[src/source/pfp_pkg.sv]
`default_nettype none

package pfp_pkg;

    localparam int PC_W       = 30;
    localparam int ADDR_W     = 27;
    localparam int HASH_W     = 10;
    localparam int N_BANKS    = 4;
    localparam int BANK_SEL_W = 2;
    localparam int IDX_W      = 8;
    localparam int CONF_W     = 2;
    localparam int N_ENTRIES  = 1 << IDX_W;

    localparam logic [CONF_W-1:0] CONF_INIT = 2'd2;
    localparam logic [CONF_W-1:0] CONF_MAX  = '1;

    // slices of HASH_W bits needed to cover a pc
    localparam int N_SLICE = (PC_W + HASH_W - 1) / HASH_W;

    typedef struct packed {
        logic            valid;
        logic [PC_W-1:0] pc;
    } lookup_t;

    typedef struct packed {
        logic              valid;
        logic [PC_W-1:0]   pc;
        logic [ADDR_W-1:0] addr;
    } train_t;

    typedef struct packed {
        logic            valid;
        logic [PC_W-1:0] pc;
        logic            useful;
    } fb_t;

    // per-bank request after hashing
    typedef struct packed {
        logic              lk_valid;
        logic [IDX_W-1:0]  lk_idx;
        logic              tr_valid;
        logic [IDX_W-1:0]  tr_idx;
        logic [PC_W-1:0]   tr_pc;
        logic [ADDR_W-1:0] tr_addr;
        logic              fb_valid;
        logic [IDX_W-1:0]  fb_idx;
        logic [PC_W-1:0]   fb_pc;
        logic              fb_useful;
    } bank_req_t;

    typedef struct packed {
        logic              valid;
        logic [PC_W-1:0]   tag;
        logic [ADDR_W-1:0] naddr;
        logic [CONF_W-1:0] conf;
    } bank_rsp_t;

    typedef struct packed {
        logic              valid;
        logic [ADDR_W-1:0] addr;
    } pf_req_t;

    // xor fold of the pc, upper slice zero padded
    function automatic logic [HASH_W-1:0] pc_hash(input logic [PC_W-1:0] pc);
        logic [N_SLICE*HASH_W-1:0] padded;
        logic [HASH_W-1:0]         h;
        padded          = '0;
        padded[PC_W-1:0] = pc;
        h               = '0;
        for (int i = 0; i < N_SLICE; i++) begin
            h = h ^ padded[i*HASH_W +: HASH_W];
        end
        return h;
    endfunction

endpackage

`default_nettype wire

[src/source/pfp_dispatch.sv]
`timescale 1ns/100ps
`default_nettype none

module pfp_dispatch
    import pfp_pkg::*;
(
    input  wire logic                  clk,
    input  wire logic                  rst_n,
    input  wire lookup_t               lookup,
    input  wire train_t                train,
    input  wire fb_t                   feedback,
    output bank_req_t                  bank_req [N_BANKS],
    output logic      [BANK_SEL_W-1:0] lookup_bank,
    output logic      [PC_W-1:0]       lookup_pc
);

    logic [HASH_W-1:0] lk_hash;
    logic [HASH_W-1:0] tr_hash;
    logic [HASH_W-1:0] fb_hash;

    assign lk_hash = pc_hash(lookup.pc);
    assign tr_hash = pc_hash(train.pc);
    assign fb_hash = pc_hash(feedback.pc);

    // low hash bits pick the bank, the rest index into it
    always_comb begin
        for (int b = 0; b < N_BANKS; b++) begin
            bank_req[b].lk_valid  = lookup.valid
                                    && (lk_hash[BANK_SEL_W-1:0] == BANK_SEL_W'(b));
            bank_req[b].lk_idx    = lk_hash[HASH_W-1:BANK_SEL_W];
            bank_req[b].tr_valid  = train.valid
                                    && (tr_hash[BANK_SEL_W-1:0] == BANK_SEL_W'(b));
            bank_req[b].tr_idx    = tr_hash[HASH_W-1:BANK_SEL_W];
            bank_req[b].tr_pc     = train.pc;
            bank_req[b].tr_addr   = train.addr;
            bank_req[b].fb_valid  = feedback.valid
                                    && (fb_hash[BANK_SEL_W-1:0] == BANK_SEL_W'(b));
            bank_req[b].fb_idx    = fb_hash[HASH_W-1:BANK_SEL_W];
            bank_req[b].fb_pc     = feedback.pc;
            bank_req[b].fb_useful = feedback.useful;
        end
    end

    // lines up with the registered bank read
    always_ff @(posedge clk or negedge rst_n) begin
        if (!rst_n) begin
            lookup_bank <= '0;
            lookup_pc   <= '0;
        end else begin
            lookup_bank <= lk_hash[BANK_SEL_W-1:0];
            lookup_pc   <= lookup.pc;
        end
    end

endmodule

`default_nettype wire

[config.mk]
export PLATFORM = sky130hd
export DESIGN_NAME = pfp_dispatch
export DESIGN_NICKNAME = d
export VERILOG_FILES = /design/src/source/pfp_pkg.sv /design/src/source/pfp_dispatch.sv
export SDC_FILE = /design/constraint.sdc
export NUM_CORES = 1
export LEC_CHECK = 0
export ABC_AREA = 1
export ABC_CLOCK_PERIOD_IN_PS = 1820
export BUFFER_PORTS_ARGS = -buffer_cell sky130_fd_sc_hd__buf_2
export CAP_MARGIN = 25
export CORE_AREA = 4 4 234 236
export CTS_BUF_LIST = sky130_fd_sc_hd__clkbuf_16
export DETAILED_ROUTE_END_ITERATION = 10
export DIE_AREA = 0 0 238 240
export MAX_ROUTING_LAYER = met4
export SLEW_MARGIN = 20
export SYNTH_ARGS = -nofsm -noshare
export SYNTH_HDL_FRONTEND = slang
export SYNTH_SLANG_ARGS = --single-unit
[constraint.sdc]
create_clock -name clk -period 1.82 [get_ports clk]
set_input_delay 0.364 -clock clk [delete_from_list [all_inputs] [get_ports clk]]
set_output_delay 0.364 -clock clk [all_outputs]
set_load 0.005 [all_outputs]
Yosys cells after proc, flatten, opt, wreduce, memory -nomap -nowiden
Index checks and enable logic that the tools add are counted.

word-level totals
  bits in registers = 32
  input bits = 123
  word-level logic and storage cells = 32

cells by class
  equal/unequal tests = 9
  bitwise logic cells = 6
  reduce and logical (&&, ||, !) cells = 15

operator list
  cell                number
  $xor 10x10->10      6
  $eq 2x2->1 const B  6
  $logic_and 1x1->1   12
  $eq 2x1->1 const B  3
  $logic_not 2->1     3

Logic depth before layout (Yosys ltp)
Gate-level depths: netlist (run 1).

  depth in word-level cells = 4
  mapped depth = 6

Least setup slack after synthesis (run 1)
OpenSTA, ideal clock, no wires.

  path kind = input -> output
  start = in feedback[3] (netlist name)
  end = out bank_req[146] (netlist name)
  arrival = 0.926 ns
  data required time = 1.456 ns
  path slack = 0.530 ns
  stages = 3
  path buffers = 1
  cell sequence = xnor2_1 -> xnor2_1 -> buf_4

RTL lines
  element          line                RTL
  start, declared  pfp_dispatch.sv:11  input wire fb_t feedback,
  end, declared    pfp_dispatch.sv:12  output bank_req_t bank_req [N_BANKS],

==> results.json, run 1 <==
{
  "outcome": "finished clean",
  "detail_route.iter0.violations": 56,
  "relSlewSlack_pct": 51.7,
  "final_area_um2": 5050,
  "setup_tns_ns": 0,
  "syn_area_per_cell_um2": 8.09,
  "syn-cell-area_um2": 4820,
  "die-area_um2": 57100,
  "wl_met3_um": 2680,
  "wl_per_cell_um": 14.8,
  "vdd_drop_max_mv": 0.265,
  "port_buffers": 474,
  "clk_root_buffer_cell": "clkbuf_16",
  "holdCritPathClass": "primary input to async pin",
  "cts_tree": "built",
  "ff_latch_area_um2": 801,
  "max_freq_mhz": 594,
  "die_height_um": 240,
  "drt_wl_total_um": 19800,
  "die_w_um": 238,
  "netlist_instances": 596,
  "grt_pass1_vias": 3018,
  "critPathTopFamily": "XOR/XNOR gates",
  "hold_viol": 0,
  "wl_met2_um": 11100,
  "crit_required_ns": 1.46,
  "clock_path_buffers": 2,
  "h-tree-depth": 2,
  "path_class": "primary input to primary output",
  "final_antenna_net_count": 0,
  "crit_path_max_fanout": 5,
  "clock-sinks": 32,
  "area_delta_synth_final_pct": 4.67,
  "yosysSeqAreaShare_pct": 16.6,
  "place_congestion": 0.752,
  "final_cell_mix": "474 x buf_2, 45 x xnor2_1, 33 x nand2_1",
  "final_nets": 777,
  "multi_input_area_um2": 729,
  "worst_hold_slack_ns": 0.135,
  "yosysWarnings": 0,
  "period_needed_ns": 1.68,
  "rsz0062_at_grt": "no",
  "vias": 3385,
  "boundaryPins": 615,
  "grt_max_degree": 33,
  "overflow": 0,
  "placedInstanceArea_um2": 4880,
  "critPathMaxStageDelay_ns": 0.40,
  "numCtsBuffers": 5,
  "layout_commonest_cell": "buf_2",
  "cap_violations": 0,
  "power.density_nw_per_um2": 573,
  "drc": 0,
  "critPathCaptureType": "primary output",
  "crit_start": "feedback[17]",
  "setup_violations": 0,
  "clk_pin_slew_ns": 0.05,
  "fillers": 6155,
  "dp_cells": 1335,
  "stdcell_count": 1345,
  "wl_met1_um": 5800,
  "maxSlewViolCount": 0,
  "synth_seq_cells": 32,
  "critPathBufInv": 2,
  "hold_buffers": 0,
  "cp_common_cell": "buf_2",
  "coreArea_um2": 52400,
  "tightest_slew_ns": 0.725,
  "drive_above_1_share_pct": 75.9,
  "grt_pass1_wl_um": 24100,
  "grt_antenna_before_repair": 9,
  "ys_types": 11,
  "hpwl_um": 18400,
  "arrival_ns": 1.32,
  "viasPerCell": 2.52,
  "setup.worst_path.start_class": "primary input",
  "first_pass_iters": 6,
  "utilization_pct": 9.62,
  "post-route-period-util_pct": 92.6,
  "synth_nets": 719,
  "crit_slowest_cell": "xnor2_1",
  "grt_usage_pct": 6.26,
  "p_leak_nw": 2.75,
  "cp_cell_sequence": "buf_2, xnor2_1, xnor2_2, buf_2",
  "top_layer_used": "met4",
  "rows": 84,
  "start_util_pct": 9.19
}
## synthesized netlist by cell type
cell type / n / share of area [%]
nand2_1: 33 / 2.6
dfrtp_1: 32 / 17
nand2_2: 1 / 0.13
inv_1: 18 / 1.4
nand3_2: 2 / 0.42
buf_4: 432 / 67
inv_2: 1 / 0.078
nand2_4: 1 / 0.23
nand3_1: 16 / 1.7
xnor2_1: 48 / 8.7
nor2_1: 12 / 0.93
## flip-flops by register name, indices dropped and copies added (netlist names)
signal       count
lookup_pc       30
lookup_bank      2
## final timing paths
check | cells past startpoint | endpoint | slack (ns)
max | 4 | bank_req[265] | 0.14
min in group clk | 1 | lookup_pc[24]$_DFF_PN0_ | 0.21
max in group asynchronous | 1 | lookup_pc[2]$_DFF_PN0_ | 1.21
min | 1 | lookup_pc[0]$_DFF_PN0_ | 0.14
## where the power goes
group | switching [mW] | leakage (nW) | internal [mW]
Clock | 0.296 | 0.0687 | 0.495
Combinational | 0.714 | 2.31 | 0.627
Sequential | 0.00828 | 0.373 | 0.750
## layout make-up
type,count,area share [%]
clock buffer,5,2.48
antenna,2,0.0992
inverter,19,1.41
multi-input combinational,113,14.5
tap,688,17.1
sequential,32,15.9
timing repair buffer,483,48.3
clock inverter,3,0.297
## stage by stage
step                      power, mW  worst slack [ns]
final                          2.89             0.136
after global routing           3.09           0.00466
after CTS                      2.96            0.0660
after detailed placement       2.14            -0.182
after global placement         2.14            -0.167
after floorplan                2.08             0.530
## per-layer routing
metal / global-route usage, % / vias up
met5: - / -
met4: 1.58 / 0
met3: 1.95 / 15
met2: 12.9 / 428
met1: 5.45 / 1461
li1: - / 1481
## cells by family after synthesis
kind of cell | Yosys count | share of synthesized area, %
DFF | 32 | 16.6
xor gates and xnor gates | 48 | 8.72
and+or+nand+nor | 65 | 5.94
buffers and inverters | 451 | 68.7
## what timing repair did
action                                  in CTS  in global routing
endpoints found under the setup margin      12                  0
setup buffers                                0                  0
gates resized for setup                      3                  0
Note: power is estimated with default switching activity, not from simulation.
==> inputs of run 2 (changes only) <==
--- a/config.mk
+++ b/config.mk
@@ -14,7 +14,7 @@
 export DETAILED_ROUTE_END_ITERATION = 10
 export DIE_AREA = 0 0 238 240
 export MAX_ROUTING_LAYER = met4
-export SLEW_MARGIN = 20
+export SLEW_MARGIN = 15
 export SYNTH_ARGS = -nofsm -noshare
 export SYNTH_HDL_FRONTEND = slang
 export SYNTH_SLANG_ARGS = --single-unit
==> constraint.sdc (replaced) <==
create_clock -name clk -period 1.82 [get_ports clk]
set_input_delay 0.364 -clock clk [delete_from_list [all_inputs] [get_ports clk]]
set_output_delay 0.364 -clock clk [all_outputs]
set_load 0.05 [all_outputs]
==> results.json, run 2 <==
{
  "synthTopCellsByArea": "buf_4 67%, dfrtp_1 17%, xnor2_1 8.7%",
  "grt_usage_pct": 5.69,
  "synth_top_cell_area_share_pct": 67.3,
  "synth_seq_cells": 32,
  "grt_antenna_before_repair": 9,
  "synthTopCellsByCount": "432 x buf_4, 48 x xnor2_1, 33 x nand2_1, 32 x dfrtp_1, 18 x inv_1",
  "failing_step": "5_2_route",
  "overflow": 0,
  "synth_nets": 719,
  "syn-cell-area_um2": 4820,
  "synth_edf_count": 0,
  "hold_buffers": 0,
  "numCtsBuffers": 5,
  "worstEpCategory": "top-level output",
  "grt-worst-endpoint": "bank_req[154]",
  "yosysMostFrequentCell": "buf_4",
  "yosysSeqAreaShare_pct": 16.6,
  "clk_root_buffer_cell": "clkbuf_16",
  "clock_path_buffers": 2,
  "port_buffers": 474,
  "synth.largest_area_cell": "buf_4",
  "clock-sinks": 32,
  "grt_pass1_vias": 3049,
  "hpwl_um": 16600,
  "yosysWarnings": 0,
  "grt_max_degree": 33,
  "die_w_um": 238,
  "dp_cells": 1336,
  "die_height_um": 240,
  "syn_area_per_cell_um2": 8.09,
  "dp_slack_ns": 0.0793,
  "rows": 84,
  "postCtsSetupBuffers": 0,
  "start_util_pct": 9.19,
  "boundaryPins": 615,
  "grt_pass1_wl_um": 22500,
  "async_flop_share_pct": 100,
  "outcome": "did not finish",
  "h-tree-depth": 2,
  "ys_types": 11,
  "place_congestion": 0.770,
  "netlist_instances": 596,
  "synth_ff_type": "dfrtp_1",
  "tool.error": "[ERROR DRT-0255] Maze Route cannot find path of net clk in worker of routeBox ( 193200 0 ) ( 238000 48300 )."
}
run 2: cell counts after synthesis:
Identical to the previous run, type by type.
run 2: cells by family after synthesis:
kind of cell	synth area share [%]
buffers and inverters	68.7
flip-flops	16.6
XOR/XNOR	8.72
AND/OR/NAND/NOR	5.94
run 2: timing repair:
action	in CTS	in global routing
endpoints found under the hold margin	0	0
gates resized for setup	0	2
endpoints found under the setup margin	0	2
run 2: through the flow:
| stage | setup TNS, ns | utilization [%] | instance area (µm²) |
|---|---|---|---|
| after global routing | -0.0544 | 9.88 | 5180 |
| after global placement | 0 | 9.55 | 5010 |
| after floorplan | 0 | - | 4940 |
| after CTS | 0 | 9.87 | 5170 |
| after detailed placement | 0 | 9.55 | 5010 |
run 2: layer usage:
metal  GRT usage (%)
met1            4.52
met2            12.1
met3            1.57
met4            1.95
met5               -
==> inputs of run 3 (changes only) <==
--- a/config.mk
+++ b/config.mk
@@ -10,10 +10,9 @@
 export BUFFER_PORTS_ARGS = -buffer_cell sky130_fd_sc_hd__buf_2
 export CAP_MARGIN = 25
 export CORE_AREA = 4 4 234 236
-export CTS_BUF_LIST = sky130_fd_sc_hd__clkbuf_16
 export DETAILED_ROUTE_END_ITERATION = 10
 export DIE_AREA = 0 0 238 240
-export MAX_ROUTING_LAYER = met4
+export PLACE_DENSITY_LB_ADDON = 0.15
 export SLEW_MARGIN = 15
 export SYNTH_ARGS = -nofsm -noshare
 export SYNTH_HDL_FRONTEND = slang
==> results.json, run 3 (synthesis gave the netlist of run 1 again) <==
{
  "holdCritPathClass": "primary input to async pin",
  "wl_met3_um": 2250,
  "place_congestion": 0.772,
  "viasPerCell": 2.42,
  "vias": 3244,
  "die_height_um": 240,
  "clock_path_buffers": 2,
  "grt_pass1_vias": 3123,
  "relSlewSlack_pct": 68.8,
  "path_class": "primary input to primary output",
  "grt_antenna_before_repair": 7,
  "utilization_pct": 9.99,
  "layout_commonest_cell": "buf_2",
  "setup_violations": 0,
  "port_buffers": 474,
  "drive_above_1_share_pct": 78.7,
  "hold_buffers": 0,
  "crit_start": "lookup[16]",
  "drt_wl_total_um": 16400,
  "final_antenna_net_count": 0,
  "dp_slack_ns": -0.0407,
  "power.density_nw_per_um2": 1050,
  "hpwl_um": 15100,
  "crit_path_max_fanout": 4,
  "cts_tree": "built",
  "coreArea_um2": 52400,
  "outcome": "finished clean",
  "overflow": 0,
  "p_leak_nw": 2.86,
  "critPathMaxStageDelay_ns": 0.40,
  "period_needed_ns": 1.75,
  "crit_required_ns": 1.46,
  "top_layer_used": "met5",
  "critPathCaptureType": "primary output",
  "vdd_drop_max_mv": 0.318,
  "largest_register_ffs": 30,
  "clk_root_buffer_cell": "clkbuf_16",
  "n_antenna_cell": 0,
  "numCtsBuffers": 5,
  "postCtsSetupBuffers": 0,
  "arrival_ns": 1.39,
  "rows": 84,
  "grt_pass1_wl_um": 21000,
  "top_regs": "lookup_pc: 30 flops, lookup_bank: 2 flops",
  "post-route-period-util_pct": 96.3,
  "tightest_slew_ns": 0.465,
  "rsz0062_at_grt": "no",
  "fin_ws_ns": 0.0667,
  "grt_usage_pct": 4.87,
  "largest-register": "lookup_pc",
  "clk_pin_slew_ns": 0.05,
  "final_cell_mix": "470 x buf_2, 33 x nand2_1, 32 x xnor2_1, 32 x dfrtp_1, 18 x inv_1",
  "wl_per_cell_um": 12.2,
  "die_w_um": 238,
  "die-area_um2": 57100,
  "crit_slowest_cell": "xnor2_1",
  "h-tree-depth": 2,
  "cts_resized": 0,
  "clock-sinks": 32,
  "setup.worst_path.start_class": "primary input",
  "wl_met2_um": 8760,
  "area_delta_synth_final_pct": 8.61,
  "detail_route.iter0.violations": 94,
  "final_nets": 776,
  "maxSlewViolCount": 0,
  "critPathTopFamily": "XOR/XNOR gates",
  "grt_max_degree": 20,
  "wl_met1_um": 4790,
  "cp_cell_sequence": "buf_2, xnor2_1, xnor2_1, buf_2",
  "max_freq_mhz": 570,
  "boundaryPins": 615,
  "start_util_pct": 9.19,
  "cap_violations": 0,
  "first_pass_iters": 3,
  "drc": 0,
  "critPathBufInv": 2,
  "hold_viol": 0
}
[run 3: metal layers]
| layer | GRT usage [%] | up-vias |
|---|---|---|
| met5 | 0 | - |
| met4 | 2.13 | 6 |
| met3 | 1.84 | 55 |
| met2 | 9.49 | 346 |
| met1 | 4.51 | 1358 |
| li1 | - | 1479 |
[run 3: final cells by class]
cell class	instances	area, µm²
Fill cell	6137	47200
Timing Repair Buffer	482	2480
Tap cell	688	861
Multi-Input combinational cell	113	842
Sequential cell	32	801
Clock buffer	7	153
Inverter	19	71.3
Clock inverter	1	30.0
[run 3: where the power goes]
part / total [mW] / switching [mW] / internal, mW
Combinational: 3.71 / 3.02 / 0.691
Sequential: 0.757 / 0.00790 / 0.750
Clock: 1.03 / 0.309 / 0.720
Total: 5.50 / 3.34 / 2.16
[run 3: per-stage QoR]
stage          hold slack [ns]  std cells  setup TNS (ns)  cell area [µm²]  power (mW)
3_5_place_dp             0.307       1334         -0.0762             5030        4.52
4_1_cts               0.000882       1342         -0.0771             5220        5.58
2_1_floorplan           0.0684        596               0             4940        4.96
5_1_grt                 0.0185       1342               0             5240        5.70
6_report              0.000738       1342               0             5240        5.50
3_3_place_gp             0.307       1334         -0.0873             5030        4.55
[run 3: path summary, 6_finish.rpt]
kind                                           end  slack [ns]  cells past startpoint
max in group asynchronous  lookup_pc[27]$_DFF_PN0_        1.37                      2
hold / removal             lookup_pc[23]$_DFF_PN0_      0.0007                      1
min in group clk           lookup_pc[28]$_DFF_PN0_        0.21                      1
setup / recovery                     bank_req[340]        0.07                      4
==> inputs of run 4 (changes only) <==
--- a/config.mk
+++ b/config.mk
@@ -9,9 +9,9 @@
 export ABC_CLOCK_PERIOD_IN_PS = 1820
 export BUFFER_PORTS_ARGS = -buffer_cell sky130_fd_sc_hd__buf_2
 export CAP_MARGIN = 25
-export CORE_AREA = 4 4 234 236
+export CORE_AREA = 2 2 239 241
 export DETAILED_ROUTE_END_ITERATION = 10
-export DIE_AREA = 0 0 238 240
+export DIE_AREA = 0 0 241 243
 export PLACE_DENSITY_LB_ADDON = 0.15
 export SLEW_MARGIN = 15
 export SYNTH_ARGS = -nofsm -noshare
==> results.json, run 4 (synthesis gave the netlist of run 1 again) <==
{
  "vdd_drop_max_mv": 0.403,
  "largest-register": "lookup_pc",
  "placedInstanceArea_um2": 5090,
  "clock_path_buffers": 2,
  "cts_resized": 0,
  "detail_route.iter0.violations": 50,
  "fin_ws_ns": 0.119,
  "grt_pass1_vias": 2873,
  "setup_tns_ns": 0,
  "die-area_um2": 58600,
  "drive_above_1_share_pct": 78.2,
  "relSlewSlack_pct": 69.6,
  "maxSlewViolCount": 0,
  "rsz0062_at_grt": "no",
  "crit_required_ns": 1.46,
  "final_area_um2": 5270,
  "wl_per_cell_um": 12.1,
  "clk_root_buffer_cell": "clkbuf_16",
  "power.density_nw_per_um2": 1030,
  "fillers": 6637,
  "outcome": "finished clean",
  "p_leak_nw": 2.84,
  "top_regs": "lookup_pc: 30 flops, lookup_bank: 2 flops",
  "critPathCaptureType": "primary output",
  "critPathMaxStageDelay_ns": 0.27,
  "numCtsBuffers": 5,
  "post-route-period-util_pct": 93.5,
  "hold_viol": 0,
  "clock-sinks": 32,
  "viasPerCell": 2.40,
  "setup_violations": 0,
  "drt_wl_total_um": 17100,
  "final_antenna_net_count": 0,
  "crit_path_max_fanout": 6,
  "rows": 87,
  "overflow": 0,
  "port_buffers": 474,
  "worstSetupEndpoint": "bank_req[39]",
  "holdCritPathClass": "primary input to async pin",
  "crit_slowest_cell": "buf_2",
  "critPathTopFamily": "simple AND/OR/NAND/NOR gates",
  "place_congestion": 0.675,
  "cp_cell_sequence": "buf_2, inv_1, nand2_1, nand2_1, nand2_1, nand3_1, nor2_1, buf_2",
  "hold_buffers": 0,
  "path_class": "primary input to primary output",
  "drc": 0,
  "area_delta_synth_final_pct": 9.34,
  "grt_antenna_before_repair": 10,
  "coreArea_um2": 56000,
  "cts_tree": "built",
  "boundaryPins": 615,
  "final_cell_mix": "470 x buf_2, 33 x nand2_1, 32 x xnor2_1, 32 x dfrtp_1, 18 x inv_1",
  "grt_max_degree": 33,
  "cp_common_cell": "nand2_1",
  "layout_commonest_cell": "buf_2",
  "crit_start": "feedback[1]",
  "first_pass_iters": 4,
  "largest_register_ffs": 30,
  "critPathBufInv": 3,
  "vias": 3388,
  "hpwl_um": 15800,
  "cp.depth": 8,
  "dp_slack_ns": 0.0542,
  "period_needed_ns": 1.70,
  "max_freq_mhz": 588,
  "die_height_um": 243,
  "grt_usage_pct": 5.16,
  "finalPower_mw": 5.41,
  "clk_pin_slew_ns": 0.06,
  "start_util_pct": 8.62,
  "die_w_um": 241,
  "grt_pass1_wl_um": 21300,
  "tightest_slew_ns": 0.456,
  "arrival_ns": 1.34,
  "setup.worst_path.start_class": "primary input",
  "postCtsSetupBuffers": 0,
  "h-tree-depth": 2,
  "final_nets": 778,
  "cap_violations": 0
}
[run 4: changes by cell type in the layout (fill, tap and decap cells not counted), sizes merged]
| cell | delta |
|---|---|
| buf | +3 |
| clkbuf | -3 |
| clkinv | +1 |
| clkinvlp | +1 |
| diode | +1 |
[run 4: worst min path at each step]
stage / start / to / slack, ns
floorplan: rst_n / lookup_bank[0]$_DFF_PN0_ / 0.07
global placement: rst_n / lookup_pc[28]$_DFF_PN0_ / 0.44
detailed placement: rst_n / lookup_pc[28]$_DFF_PN0_ / 0.44
CTS: rst_n / lookup_pc[8]$_DFF_PN0_ / 0.13
global route: rst_n / lookup_pc[8]$_DFF_PN0_ / 0.15
finish: rst_n / lookup_pc[18]$_DFF_PN0_ / 0.10
[run 4: final cells by class]
class / instances / area, µm² / area share [%]
Tap cell: 756 / 946 / 17.9
Clock inverter: 3 / 42.5 / 0.807
Inverter: 19 / 71.3 / 1.35
Sequential cell: 32 / 801 / 15.2
Timing Repair Buffer: 484 / 2460 / 46.6
Multi-Input combinational cell: 113 / 827 / 15.7
Antenna cell: 1 / 2.50 / 0.0475
Clock buffer: 5 / 125 / 2.37
[run 4: power breakdown]
part	switching, mW	total [mW]	internal [mW]
Clock	0.339	0.982	0.643
Sequential	0.00824	0.757	0.749
Combinational	3.00	3.67	0.676
[run 4: metrics by stage]
stage	cells	hold WS (ns)	utilization [%]
3_3_place_gp	1404	0.442	9.10
4_1_cts	1412	0.127	9.40
3_5_place_dp	1404	0.441	9.10
6_report	1413	0.105	9.42
2_1_floorplan	596	0.0684	-
5_1_grt	1412	0.154	9.42
[run 4: layer usage]
layer	vias up	global-route usage [%]	share of wire (%)
met1	1429	3.99	27
li1	1480	-	-
met3	51	1.93	15
met5	-	0	0.076
met4	2	2.74	5.0
met2	426	10.6	53
