<file path="config.mk">
export PLATFORM = sky130hd
export DESIGN_NAME = pfp_select
export DESIGN_NICKNAME = d
export VERILOG_FILES = /design/src/source/pfp_pkg.sv /design/src/source/pfp_select.sv
export SDC_FILE = /design/constraint.sdc
export NUM_CORES = 1
export LEC_CHECK = 0
export CORE_AREA = 8 8 111 113
export CTS_CLUSTER_DIAMETER = 50
export DETAILED_ROUTE_END_ITERATION = 10
export DIE_AREA = 0 0 119 121
export DONT_BUFFER_PORTS = 1
export HOLD_SLACK_MARGIN = 0.15
export PLACE_DENSITY = 0.5
export SLEW_MARGIN = 0
export SYNTH_ARGS = -nofsm -noshare
export SYNTH_HDL_FRONTEND = slang
export SYNTH_SLANG_ARGS = --single-unit
</file>
<file path="constraint.sdc">
create_clock -name clk -period 0.8 [get_ports clk]
set_input_delay 0.04 -clock clk [delete_from_list [all_inputs] [get_ports clk]]
set_output_delay 0.04 -clock clk [all_outputs]
set_load 0.01 [all_outputs]
</file>
<file path="src/source/pfp_pkg.sv">
`default_nettype none

package pfp_pkg;

    localparam int PC_W       = 30;
    localparam int ADDR_W     = 27;
    localparam int HASH_W     = 10;
    localparam int N_BANKS    = 4;
    localparam int BANK_SEL_W = 2;
    localparam int IDX_W      = 8;
    localparam int CONF_W     = 2;
    localparam int N_ENTRIES  = 1 << IDX_W;

    localparam logic [CONF_W-1:0] CONF_INIT = 2'd2;
    localparam logic [CONF_W-1:0] CONF_MAX  = '1;

    // slices of HASH_W bits needed to cover a pc
    localparam int N_SLICE = (PC_W + HASH_W - 1) / HASH_W;

    typedef struct packed {
        logic            valid;
        logic [PC_W-1:0] pc;
    } lookup_t;

    typedef struct packed {
        logic              valid;
        logic [PC_W-1:0]   pc;
        logic [ADDR_W-1:0] addr;
    } train_t;

    typedef struct packed {
        logic            valid;
        logic [PC_W-1:0] pc;
        logic            useful;
    } fb_t;

    // per-bank request after hashing
    typedef struct packed {
        logic              lk_valid;
        logic [IDX_W-1:0]  lk_idx;
        logic              tr_valid;
        logic [IDX_W-1:0]  tr_idx;
        logic [PC_W-1:0]   tr_pc;
        logic [ADDR_W-1:0] tr_addr;
        logic              fb_valid;
        logic [IDX_W-1:0]  fb_idx;
        logic [PC_W-1:0]   fb_pc;
        logic              fb_useful;
    } bank_req_t;

    typedef struct packed {
        logic              valid;
        logic [PC_W-1:0]   tag;
        logic [ADDR_W-1:0] naddr;
        logic [CONF_W-1:0] conf;
    } bank_rsp_t;

    typedef struct packed {
        logic              valid;
        logic [ADDR_W-1:0] addr;
    } pf_req_t;

    // xor fold of the pc, upper slice zero padded
    function automatic logic [HASH_W-1:0] pc_hash(input logic [PC_W-1:0] pc);
        logic [N_SLICE*HASH_W-1:0] padded;
        logic [HASH_W-1:0]         h;
        padded          = '0;
        padded[PC_W-1:0] = pc;
        h               = '0;
        for (int i = 0; i < N_SLICE; i++) begin
            h = h ^ padded[i*HASH_W +: HASH_W];
        end
        return h;
    endfunction

endpackage

`default_nettype wire

</file>
<file path="src/source/pfp_select.sv">
`timescale 1ns/100ps
`default_nettype none

module pfp_select
    import pfp_pkg::*;
(
    input  wire logic                  clk,
    input  wire logic                  rst_n,
    input  wire bank_rsp_t             rsp [N_BANKS],
    input  wire logic [BANK_SEL_W-1:0] lookup_bank,
    input  wire logic [PC_W-1:0]       lookup_pc,
    output pf_req_t                    pf_req
);

    bank_rsp_t sel_rsp;
    logic      tag_match;
    logic      confident;
    logic      issue;

    // only the bank the lookup went to holds a live result
    assign sel_rsp = rsp[lookup_bank];

    // full pc is stored, so the tag check removes hash aliases
    assign tag_match = (sel_rsp.tag == lookup_pc);

    // upper counter bit means weak or strong confident
    assign confident = sel_rsp.conf[CONF_W-1];

    assign issue = sel_rsp.valid && tag_match && confident;

    always_ff @(posedge clk or negedge rst_n) begin
        if (!rst_n) begin
            pf_req <= '0;
        end else begin
            pf_req.valid <= issue;
            // address kept at zero when there is no request
            if (issue) begin
                pf_req.addr <= sel_rsp.naddr;
            end else begin
                pf_req.addr <= '0;
            end
        end
    end

endmodule

`default_nettype wire

</file>
Word-level counts from Yosys, hierarchy flattened
Cells that the tools add are included.
{"block": "totals", "wordCells": 11, "register_bits": 28, "inputBits": 274, "output_inout_bits": 28}
{"block": "classes", "n_bitwise": 1, "order_cmp": 1, "eq_ne": 1, "reduce_logical": 2, "muxes": 4}
{"cell": "binary-select mux 60 bit (select 2 bit)", "count": 1}
{"cell": "2-to-1 mux 60 bit", "count": 2}
{"cell": "equality test 30 bit", "count": 1}
{"cell": "2-to-1 mux 27 bit", "count": 1}
{"cell": ">= comparator 3 bit (second input constant)", "count": 1}
{"cell": "inverter 2 -> 3 bit", "count": 1}
{"cell": "logical AND 1 bit", "count": 2}

Longest topological paths before layout
Gate-level depths: netlist of run 1.
{"block": "depth", "word_depth": 8, "mapped_depth": 11, "ltp_nobuf": 6}

Worst setup path before layout of run 1
No wires, ideal clock.
{"block": "synth_timing", "kind": "input to register", "from": "input lookup_bank[0]", "to": "register pf_req[11] in the netlist's numbering", "required_ns": 0.680, "arrival_time_ns": 2.080, "n_path_buf": 5, "cell_stages": 7, "setup_slack_ns": -1.401, "setup_ns": 0.120, "cell_sequence": "buf_6 > buf_4 > buf_6 > buf_2 > clkbuf_1 > mux4_2 > and4_1"}
{"block": "synth_via", "elab_chain_len": 8}
{"item": "start, declared", "line": "pfp_select.sv:10", "text": "input wire logic [BANK_SEL_W-1:0] lookup_bank,"}
{"item": "inverter 2 -> 3 bit (not written as such) *", "line": "pfp_select.sv:21", "text": "assign sel_rsp = rsp[lookup_bank];"}
{"item": "binary-select mux 60 bit (select 2 bit) *", "line": "pfp_select.sv:21"}
{"item": "2-to-1 mux 60 bit (not written as such) * (2 in a row)", "line": "pfp_select.sv:21"}
{"item": "equality test 30 bit", "line": "pfp_select.sv:24", "text": "assign tag_match = (sel_rsp.tag == lookup_pc);"}
{"item": "logical AND 1 bit (2 in a row)", "line": "pfp_select.sv:29", "text": "assign issue = sel_rsp.valid && tag_match && confident;"}
{"item": "2-to-1 mux 27 bit *", "line": "pfp_select.sv:37", "text": "if (issue) begin"}
{"item": "end, declared", "line": "pfp_select.sv:12", "text": "output pf_req_t pf_req"}
Mark *: on every way between the ends. The rest lies on a longest branch, timed or not. The select of a mux whose other input is x is not followed.

Worst setup path after layout of run 1
{"block": "layout_timing", "from": "input lookup_bank[0]", "to": "register pf_req[1] in the netlist's numbering"}
The elaborated chain is that of the path after synthesis.

==> results of run 1 <==
## kinds of logic (layout without fill, tap and decap cells)
family | after synthesis | in the layout | share of synthesized area
XOR/XNOR | 24 | 24 | 0.07195
multiplexers | 75 | 75 | 0.4330
AND/OR/NAND/NOR | 57 | 57 | 0.1379
flip-flops | 28 | 28 | 0.2398
AO/OA/AOI/OAI | 31 | 31 | 0.07067
buffers and inverters | 24 | 21 | 0.04668
## per-stage QoR
stage	power, mW	util
after global routing	3.705	0.3028
after global placement	2.414	0.2933
final	3.512	0.3028
after detailed placement	2.415	0.2933
after floorplan	2.385	-
after CTS	3.575	0.3028
## worst min path at each step
| stage | startpoint | endpoint | slack, ns | cells after the start |
|---|---|---|---|---|
| 6_report | rsp[206] | pf_req[24] | 0.17 | 2 |
| 5_1_grt | lookup_bank[1] | pf_req[25] | 0.13 | 2 |
| 4_1_cts | lookup_bank[1] | pf_req[24] | 0.12 | 2 |
| 3_5_place_dp | rst_n | pf_req[15] | -0.25 | 0 |
| 3_3_place_gp | rst_n | pf_req[14] | -0.25 | 0 |
| 2_1_floorplan | rst_n | pf_req[0] | -0.26 | 0 |
## synthesized netlist by cell type (2+ instances only)
master	n
nand2_1	8
mux2i_1	33
nor3_1	5
and4_1	28
a2bb2oi_1	2
a22oi_1	4
o21ai_0	4
xnor2_1	14
a21oi_1	6
buf_4	3
xor2_1	10
o211ai_1	3
nand3_1	4
nand4_1	3
mux4_2	41
nor2_1	5
clkbuf_1	11
buf_2	4
o22ai_1	6
dfrtp_1	28
buf_6	4
## critical path: stages
cell and delay, ns:
mux4_2 0.48, xor2_1 0.15, or4_4 0.52, nor4_4 0.20
buf_12 0.19, and4_1 0.19
## routing by layer
metal / routed length, um / GRT usage / vias up
met5: 0 / 0 / -
met1: 4032 / 0.1577 / 1100
met2: 6105 / 0.2775 / 195
li1: - / - / 981
met4: 29 / 0.01660 / 0
met3: 1373 / 0.06375 / 2
## power groups by stage
stage / Combinational (mW) / Clock (mW) / Sequential, mW
2_1_floorplan: 0.943 / 0 / 1.44
5_1_grt: 1.09 / 1.20 / 1.41
3_5_place_dp: 0.972 / 0 / 1.44
6_report: 1.00 / 1.10 / 1.41
3_3_place_gp: 0.972 / 0 / 1.44
4_1_cts: 1.02 / 1.14 / 1.41
## layout make-up
class | count | area [sq um]
well taps | 140 | 175.2
fillers | 1109 | 7392
flip-flops and latches | 28 | 700.7
repair buffers | 16 | 172.7
multi-input cells | 187 | 2087
clock inverters | 1 | 30.03
inverters | 1 | 3.754
clock buffers | 3 | 41.29
## repair_timing
item	CTS	global route
pin swaps	12	2
hold endpoints to repair	42	14
endpoints found under the setup margin	28	28
gates resized for setup	0	0
==> summary.md, run 1 <==
| Metric | Value |
|---|---|
| Post-synth EDFFs | 0 |
| Largest registers | pf_req: 28 flops |
| Post-route ant nets | 0 |
| Diodes inserted | 0 |
| Top reg by flops | pf_req |
| Commonest non-fill, non-tap cells in the layout | mux4_2, mux2i_1, and4_1, dfrtp_1, xnor2_1 |
| Sw Pwr | 768.1 uW |
| Syn nets | 513 |
| Hpwl dp | 10.07 mm |
| Commonest non-fill, non-tap cell in the layout | mux4_2 |
| Non-filler cells, final | 376 |
| Final setup vio count | 28 |
| Initial antenna violation count | 0 |
| Finished Cell Area | 3211 sq um |
| Reg clk slew, reported paths | 0.10 ns |
| Sink Count | 28 |
| Synthesis-to-layout area growth | 9.893% |
| Die ar. | 14,400 sq um |
| CTS Hold Bufs | 2 |
| Total track usage | 0.1493 |
| Vias per std cell | 6.059 |
| Internal | 2.744 mW |
| Final nets | 511 |
| H-Tree Depth | 1 |
| Worst slack, placed | -1.101 ns |
| CTS tree | done |
| Final Max Tran Viols | 0 |
| FF+latch count, synth | 28 |
| WHS | 0.1736 ns |
| Drt drc | 0 |
| Leakage | 1.251 nW |
| Max FFs per register | 28 |
| Power share of the clock group | 0.312 |
| CP max FO | 77 |
| CP arrival | 1.79 ns |
| Setup CP Type | in -> reg |
| Core Footprint | 10,600 sq um |
| Height of the die | 121 um |
| FMAX | 629.5 MHz |
| Netlist cell types | 34 |
| Std-Cell Rows | 38 |
| Area fraction of the dominant cell type after synthesis | 0.3161 |
| Layout cells sized above 1 | 0.2712 |
| CP endpoint | pf_req[1] |
| Final min period | 1.588 ns |
| HP Class | in -> reg |
| Max-cap violations | 0 |
| I/O pins | 302 |
| Number of port buffers | 0 |
| VDD IR max | 822.0 uV |
| Max_slew headroom | 0.7947 |
| Root Buffer | clkbuf_8 |
| Placed cell count | 370 |
| Dpl cell area | 3109 sq um |
| Failing checks | negative setup slack |
| Postcts setup bufs | 0 |
| Switching Fraction | 0.2187 |
| Final setup TNS | -21.58 ns |
| Pwr dens | 1094 nW/um^2 |
| WL/cell | 30.69 um |
| Sequential area share after synthesis | 0.2398 |
| Grt total ovfl | 0 |
| Critical path origin | lookup_bank[0] |
| Cells after Synth | 239 |
| First-pass GRT wire length | 16.94 mm |
| RSZ-0062 raised after global routing | true |
| Mapped Area | 2922 sq um |
| Bufs on Longest Clock Path | 2 |
| Final hold violation count | 0 |
| Comb pwr share | 0.285 |
| Crit path capture type | flop |
| First-pass DRT Iterations | 4 |
| Vias post-DR | 2,278 |
| Final period utilization | 1.986 |
| Starting DRT DRC Count | 126 |
| Initial core utilization | 0.2755 |
| Final wirelength | 11.54 mm |
| Slew at the pin closest to its max-slew limit | 0.3080 ns |
| Top_reg_cell synth | dfrtp_1 |
| Area leader, netlist | mux4_2 |
| Ys async rst share | 1.000 |
| Critical path launch point type | primary input |
| Die W | 119 um |
| Routability cong. | 0.7761 |
| YS warnings | 0 |
| Largest cells by area after synthesis | mux4_2, dfrtp_1, mux2i_1 |
| Mean Syn Cell Area | 12.22 sq um |
| Num CTS Buffers | 3 |
| Status | finished with violations |
| Largest net degree at the start of global routing | 78 |
| Vias in the first global route | 2,699 |
| Seq pwr share | 0.403 |
| Worst setup margin | -0.7885 ns |
| Worst EP required | 1.00 ns |
Note: power is estimated with default switching activity, not from simulation.
==> run 2, diff against run 1 <==
--- a/config.mk
+++ b/config.mk
@@ -12,6 +12,7 @@
 export DONT_BUFFER_PORTS = 1
 export HOLD_SLACK_MARGIN = 0.15
 export PLACE_DENSITY = 0.5
+export REMOVE_ABC_BUFFERS = 1
 export SLEW_MARGIN = 0
 export SYNTH_ARGS = -nofsm -noshare
 export SYNTH_HDL_FRONTEND = slang
==> constraint.sdc (replaced) <==
create_clock -name clk -period 0.8 [get_ports clk]
set_input_delay 0.16 -clock clk [delete_from_list [all_inputs] [get_ports clk]]
set_output_delay 0.16 -clock clk [all_outputs]
set_load 0.01 [all_outputs]
==> summary.md, run 2 (synthesis gave the netlist of run 1 again) <==
| Metric | Value |
|---|---|
| Critical path launch point type | primary input (unchanged) |
| Root Buffer | clkbuf_8 (unchanged) |
| Fill cells | 1,078 (was 1,109) |
| Vias post-DR | 2,293 (was 2,278) |
| Number of port buffers | 0 (unchanged) |
| CTS tree | done (unchanged) |
| CP max FO | 77 (unchanged) |
| Worst setup margin | -1.009 ns (was -0.7885 ns) |
| Slew at the pin closest to its max-slew limit | 0.3992 ns (was 0.3080 ns) |
| Vias per std cell | 6.066 (was 6.059) |
| Vias in the first global route | 2,617 (was 2,699) |
| First-pass DRT Iterations | 4 (unchanged) |
| WHS | -0.4286 ns (was 0.1736 ns) |
| Routability cong. | 0.7710 (was 0.7761) |
| Total track usage | 0.1494 (was 0.1493) |
| Worst EP required | 1.01 ns (was 1.00 ns) |
| Final nets | 513 (was 511) |
| Bufs on Longest Clock Path | 2 (unchanged) |
| Post-route ant nets | 0 (unchanged) |
| Max incr delay on CP | 0.54 ns (was 0.52 ns) |
| Die W | 119 um (unchanged) |
| Final Max Tran Viols | 0 (unchanged) |
| Diodes inserted | 0 (unchanged) |
| Sink Count | 28 (unchanged) |
| Starting DRT DRC Count | 118 (was 126) |
| VDD IR max | 487.0 uV (was 822.0 uV) |
| Height of the die | 121 um (unchanged) |
| Core Footprint | 10,600 sq um (unchanged) |
| Max FFs per register | 28 (unchanged) |
| Layout cells sized above 1 | 0.2773 (was 0.2712) |
| Slowest CP cell | or4_4 (unchanged) |
| Largest registers | pf_req: 28 flops (unchanged) |
| Initial antenna violation count | 0 (unchanged) |
| Largest net degree at the start of global routing | 78 (unchanged) |
| Synthesis-to-layout area growth | 10.06% (was 9.893%) |
| Pwr dens | 1013 nW/um^2 (was 1094 nW/um^2) |
| Num CTS Buffers | 3 (unchanged) |
| Status | finished with violations (unchanged) |
| Final wirelength | 11.79 mm (was 11.54 mm) |
| Final period utilization | 2.261 (was 1.986) |
| Grt total ovfl | 0 (unchanged) |
| CP Buf/Inv Count | 2 (was 1) |
| Hpwl dp | 10.06 mm (was 10.07 mm) |
| Max_slew headroom | 0.7318 (was 0.7947) |
| H-Tree Depth | 1 (unchanged) |
| Final min period | 1.809 ns (was 1.588 ns) |
| Commonest non-fill, non-tap cell in the layout | mux4_2 (unchanged) |
| Drt drc | 0 (unchanged) |
| Top reg by flops | pf_req (unchanged) |
| Failing checks | negative hold slack, negative setup slack (was negative setup slack) |
| CP Cell Sequence | mux4_2 -> xor2_1 -> or4_4 -> nor4_4 -> buf_6 -> buf_12 -> and4_1 (was mux4_2 -> xor2_1 -> or4_4 -> nor4_4 -> buf_12 -> and4_1) |
| First-pass GRT wire length | 16.86 mm (was 16.94 mm) |
| HP Class | in -> async (was in -> reg) |
| RSZ-0062 raised after global routing | true (unchanged) |
| Worst path top cell family by delay | simple AND/OR/NAND/NOR gates (unchanged) |
| Std-Cell Rows | 38 (unchanged) |
| Max-cap violations | 0 (unchanged) |
| I/O pins | 302 (unchanged) |
| Worst slack, placed | -1.377 ns (was -1.101 ns) |
| Leakage | 1.259 nW (was 1.251 nW) |
| Final hold violation count | 28 (was 0) |
| WL/cell | 31.18 um (was 30.69 um) |
| Final setup vio count | 56 (was 28) |
| Crit path capture type | flop (unchanged) |
| Setup CP Type | in -> reg (unchanged) |
| Die ar. | 14,400 sq um (unchanged) |
| FMAX | 552.9 MHz (was 629.5 MHz) |
| Reg clk slew, reported paths | 0.09 ns (was 0.10 ns) |
| Commonest non-fill, non-tap cells in the layout | mux4_2, mux2i_1, and4_1, dfrtp_1, xnor2_1 (unchanged) |
| Post-layout util | 0.3033 (was 0.3028) |
| Placed cell count | 372 (was 370) |
| CP arrival | 2.02 ns (was 1.79 ns) |
| Final setup TNS | -29.27 ns (was -21.58 ns) |
| Non-filler cells, final | 378 (was 376) |
| Initial core utilization | 0.2755 (unchanged) |
## run 2: worst paths after layout
| path | startpoint | to | slack (ns) | cells past startpoint |
|---|---|---|---|---|
| max | lookup_bank[0] | pf_req[13] | -1.01 | 7 |
| min | rst_n | pf_req[7] | -0.43 | 0 |
| max in group asynchronous | rst_n | pf_req[2] | 1.15 | 0 |
| min in group clk | lookup_bank[1] | pf_req[9] | 0.26 | 2 |
## run 2: report_power, final
part | switching [mW] | total [mW] | internal, mW | leakage [nW]
Combinational | 0.314 | 0.975 | 0.661 | 0.838
Clock | 0.428 | 0.868 | 0.440 | 0.0288
Sequential | 0.00000000533 | 1.41 | 1.41 | 0.391
## run 2: final cells by class
| class | count | area, sq um | share of cell area |
|---|---|---|---|
| repair buffers | 18 | 196.4 | 0.06109 |
| multi-input cells | 187 | 2085 | 0.6483 |
| inverters | 1 | 3.754 | 0.001167 |
| flip-flops and latches | 28 | 700.7 | 0.2179 |
| well taps | 140 | 175.2 | 0.05447 |
| clock buffers | 4 | 55.05 | 0.01712 |
## run 2: through the flow
step | instance area [sq um] | total power [mW]
3_5_place_dp | 3122 | 2.423
6_report | 3216 | 3.257
5_1_grt | 3216 | 3.420
4_1_cts | 3216 | 3.318
2_1_floorplan | 2789 | 2.229
3_3_place_gp | 3122 | 2.424
## run 2: layer usage
| metal | track usage | share of wire |
|---|---|---|
| met4 | 0.01739 | 0.0039 |
| met1 | 0.1618 | 0.36 |
| met3 | 0.05817 | 0.11 |
| met5 | 0 | 0 |
| met2 | 0.2768 | 0.53 |
## run 2: timing repair
| item | 4_1_cts | 5_1_grt |
|---|---|---|
| setup endpoints to repair | 56 | 56 |
| resized for setup | 2 | 0 |
| pin swaps | 1 | 0 |
| hold endpoints to repair | 28 | 28 |
| setup buffers | 1 | 0 |
| gates cloned | 1 | 0 |
==> run 3, diff against run 2 <==
==> constraint.sdc (replaced) <==
create_clock -name clk -period 1.45 [get_ports clk]
set_input_delay 0.29 -clock clk [delete_from_list [all_inputs] [get_ports clk]]
set_output_delay 0.29 -clock clk [all_outputs]
set_load 0.01 [all_outputs]
==> summary.md, run 3 (synthesis gave the netlist of run 1 again) <==
| Metric | Value |
|---|---|
| Starting DRT DRC Count | 134 (was 118) |
| I/O pins | 302 (unchanged) |
| Routability cong. | 0.7710 (unchanged) |
| Largest registers | pf_req: 28 flops (unchanged) |
| Height of the die | 121 um (unchanged) |
| Total track usage | 0.1494 (about the same) |
| Power, Total | 1.959 mW (was 3.257 mW) |
| Reg clk slew, reported paths | 0.10 ns (was 0.09 ns) |
| FMAX | 499.6 MHz |
| Die ar. | 14,400 sq um (unchanged) |
| Max_slew headroom | 0.7097 (was 0.7318) |
| Placed cell count | 372 (unchanged) |
| Hpwl dp | 10.09 mm (was 10.06 mm) |
| CTS tree | done (unchanged) |
| Number of port buffers | 0 (unchanged) |
| CP arrival | 2.21 ns (was 2.02 ns) |
| Status | finished with violations (unchanged) |
| CTS-repair resized insts | 0 (was 2) |
| Final setup TNS | -15.01 ns (was -29.27 ns) |
| Drt drc | 0 (unchanged) |
| CP max FO | 77 (unchanged) |
| Leakage | 1.262 nW (was 1.259 nW) |
| Setup CP Type | in -> reg (unchanged) |
| Post-route ant nets | 0 (unchanged) |
| Commonest non-fill, non-tap cells in the layout | mux4_2, mux2i_1, and4_1, dfrtp_1, xnor2_1 (unchanged) |
| Std-Cell Rows | 38 (unchanged) |
| Top reg by flops | pf_req (unchanged) |
| Non-filler cells, final | 378 (unchanged) |
| Vias post-DR | 2,292 (was 2,293) |
| Commonest non-fill, non-tap cell in the layout | mux4_2 (unchanged) |
| Final hold violation count | 0 (was 28) |
| Vias in the first global route | 2,647 (was 2,617) |
| Hold depth | 2 |
| HP Class | in -> reg (was in -> async) |
| Fill cells | 1,089 (was 1,078) |
| H-Tree Depth | 1 (unchanged) |
| Postcts setup bufs | 0 (was 1) |
| Largest net degree at the start of global routing | 78 (unchanged) |
| Vias per std cell | 6.063 (was 6.066) |
| Layout cells sized above 1 | 0.2731 (was 0.2773) |
| Final period utilization | 1.380 |
| VDD IR max | 251.9 uV (was 487.0 uV) |
| Worst setup margin | -0.5517 ns (was -1.009 ns) |
| Critical path launch point type | primary input (unchanged) |
| Max-cap violations | 0 (unchanged) |
| First-pass DRT Iterations | 4 (unchanged) |
| Num CTS Buffers | 3 (unchanged) |
| WL/cell | 30.84 um (was 31.18 um) |
| Final nets | 513 (unchanged) |
| Initial core utilization | 0.2755 (unchanged) |
| Root Buffer | clkbuf_8 (unchanged) |
| Initial antenna violation count | 1 (was 0) |
| Synthesis-to-layout area growth | 10.32% (was 10.06%) |
| Final Max Tran Viols | 0 (unchanged) |
| First-pass GRT wire length | 16.93 mm (was 16.86 mm) |
| Pwr dens | 607.8 nW/um^2 (was 1013 nW/um^2) |
| Final wirelength | 11.66 mm (was 11.79 mm) |
| Diodes inserted | 0 (unchanged) |
| Bufs on Longest Clock Path | 2 (unchanged) |
| Failing checks | negative setup slack (was negative hold slack, negative setup slack) |
| RSZ-0062 raised after global routing | true (unchanged) |
| Crit path capture type | flop (unchanged) |
| Final setup vio count | 28 (was 56) |
| Die W | 119 um (unchanged) |
| Worst EP required | 1.66 ns (was 1.01 ns) |
| Core Footprint | 10,600 sq um (unchanged) |
| Max FFs per register | 28 (unchanged) |
| Sink Count | 28 (unchanged) |
| Slew at the pin closest to its max-slew limit | 0.4321 ns (was 0.3992 ns) |
| Final min period | 2.002 ns |
| Grt total ovfl | 0 (unchanged) |
==> run 3: cell types whose count changed in the layout (fill, tap and decap cells not counted) <==
cell           previous run  this run
clkbuf_8                  4         3
buf_16                    1         0
dlygate4sd3_1             0         1
bufinv_16                 0         1
buf_12                    3         4
buf_6                     1         0
==> run 3: worst paths after layout <==
kind | start | endpoint | slack, ns
hold / removal | lookup_bank[1] | pf_req[1] | 0.39
min in group asynchronous | rst_n | pf_req[17] | 0.46
setup / recovery | lookup_bank[0] | pf_req[24] | -0.55
max in group asynchronous | rst_n | pf_req[15] | 0.81
==> run 3: metrics by stage <==
step / hold slack [ns] / utilization / instance area (sq um) / setup WS, ns
CTS: 0.3797 / 0.3040 / 3223 / -0.5484
global placement: -0.004606 / 0.2944 / 3122 / -0.8308
detailed placement: -0.004775 / 0.2944 / 3122 / -0.8535
floorplan: -0.005591 / - / 2789 / -0.9858
global route: 0.3808 / 0.3040 / 3223 / -0.6070
finish: 0.3878 / 0.3040 / 3223 / -0.5517
==> run 3: metal layers <==
metal / up-vias / share of wire / GRT usage / wire, um
li1: 989 / - / - / -
met5: - / 0.00077 / 0 / 9
met1: 1117 / 0.35 / 0.1633 / 4134
met4: 2 / 0.0034 / 0.01897 / 40
met2: 178 / 0.53 / 0.2757 / 6224
met3: 6 / 0.11 / 0.05584 / 1251
==> run 3: worst max-delay path: stages <==
cell and delay (ns):
mux4_2 0.49, xor2_1 0.15, or4_4 0.54, nor4_4 0.33, buf_12 0.20, and4_1 0.19
==> run 3: cell type report <==
class	instances	area, sq um	area share
flip-flops and latches	28	700.7	0.2174
well taps	140	175.2	0.05435
clock inverters	1	30.03	0.009317
repair buffers	18	187.7	0.05823
multi-input cells	187	2085	0.6467
clock buffers	3	41.29	0.01281
inverters	1	3.754	0.001165
==> run 3: power by group <==
part           switching, mW  leakage [nW]  internal, mW  total (mW)
clock                  0.248        0.0357         0.370       0.617
combinational          0.191         0.834         0.370       0.561
sequential     0.00000000295         0.391         0.780       0.780
total                  0.439          1.26          1.52        1.96
==> run 3: repair_timing <==
action                     4_1_cts  5_1_grt
setup endpoints to repair       28       28
pin swaps                       19        2
hold endpoints to repair        28        0
hold buffers                     2        0
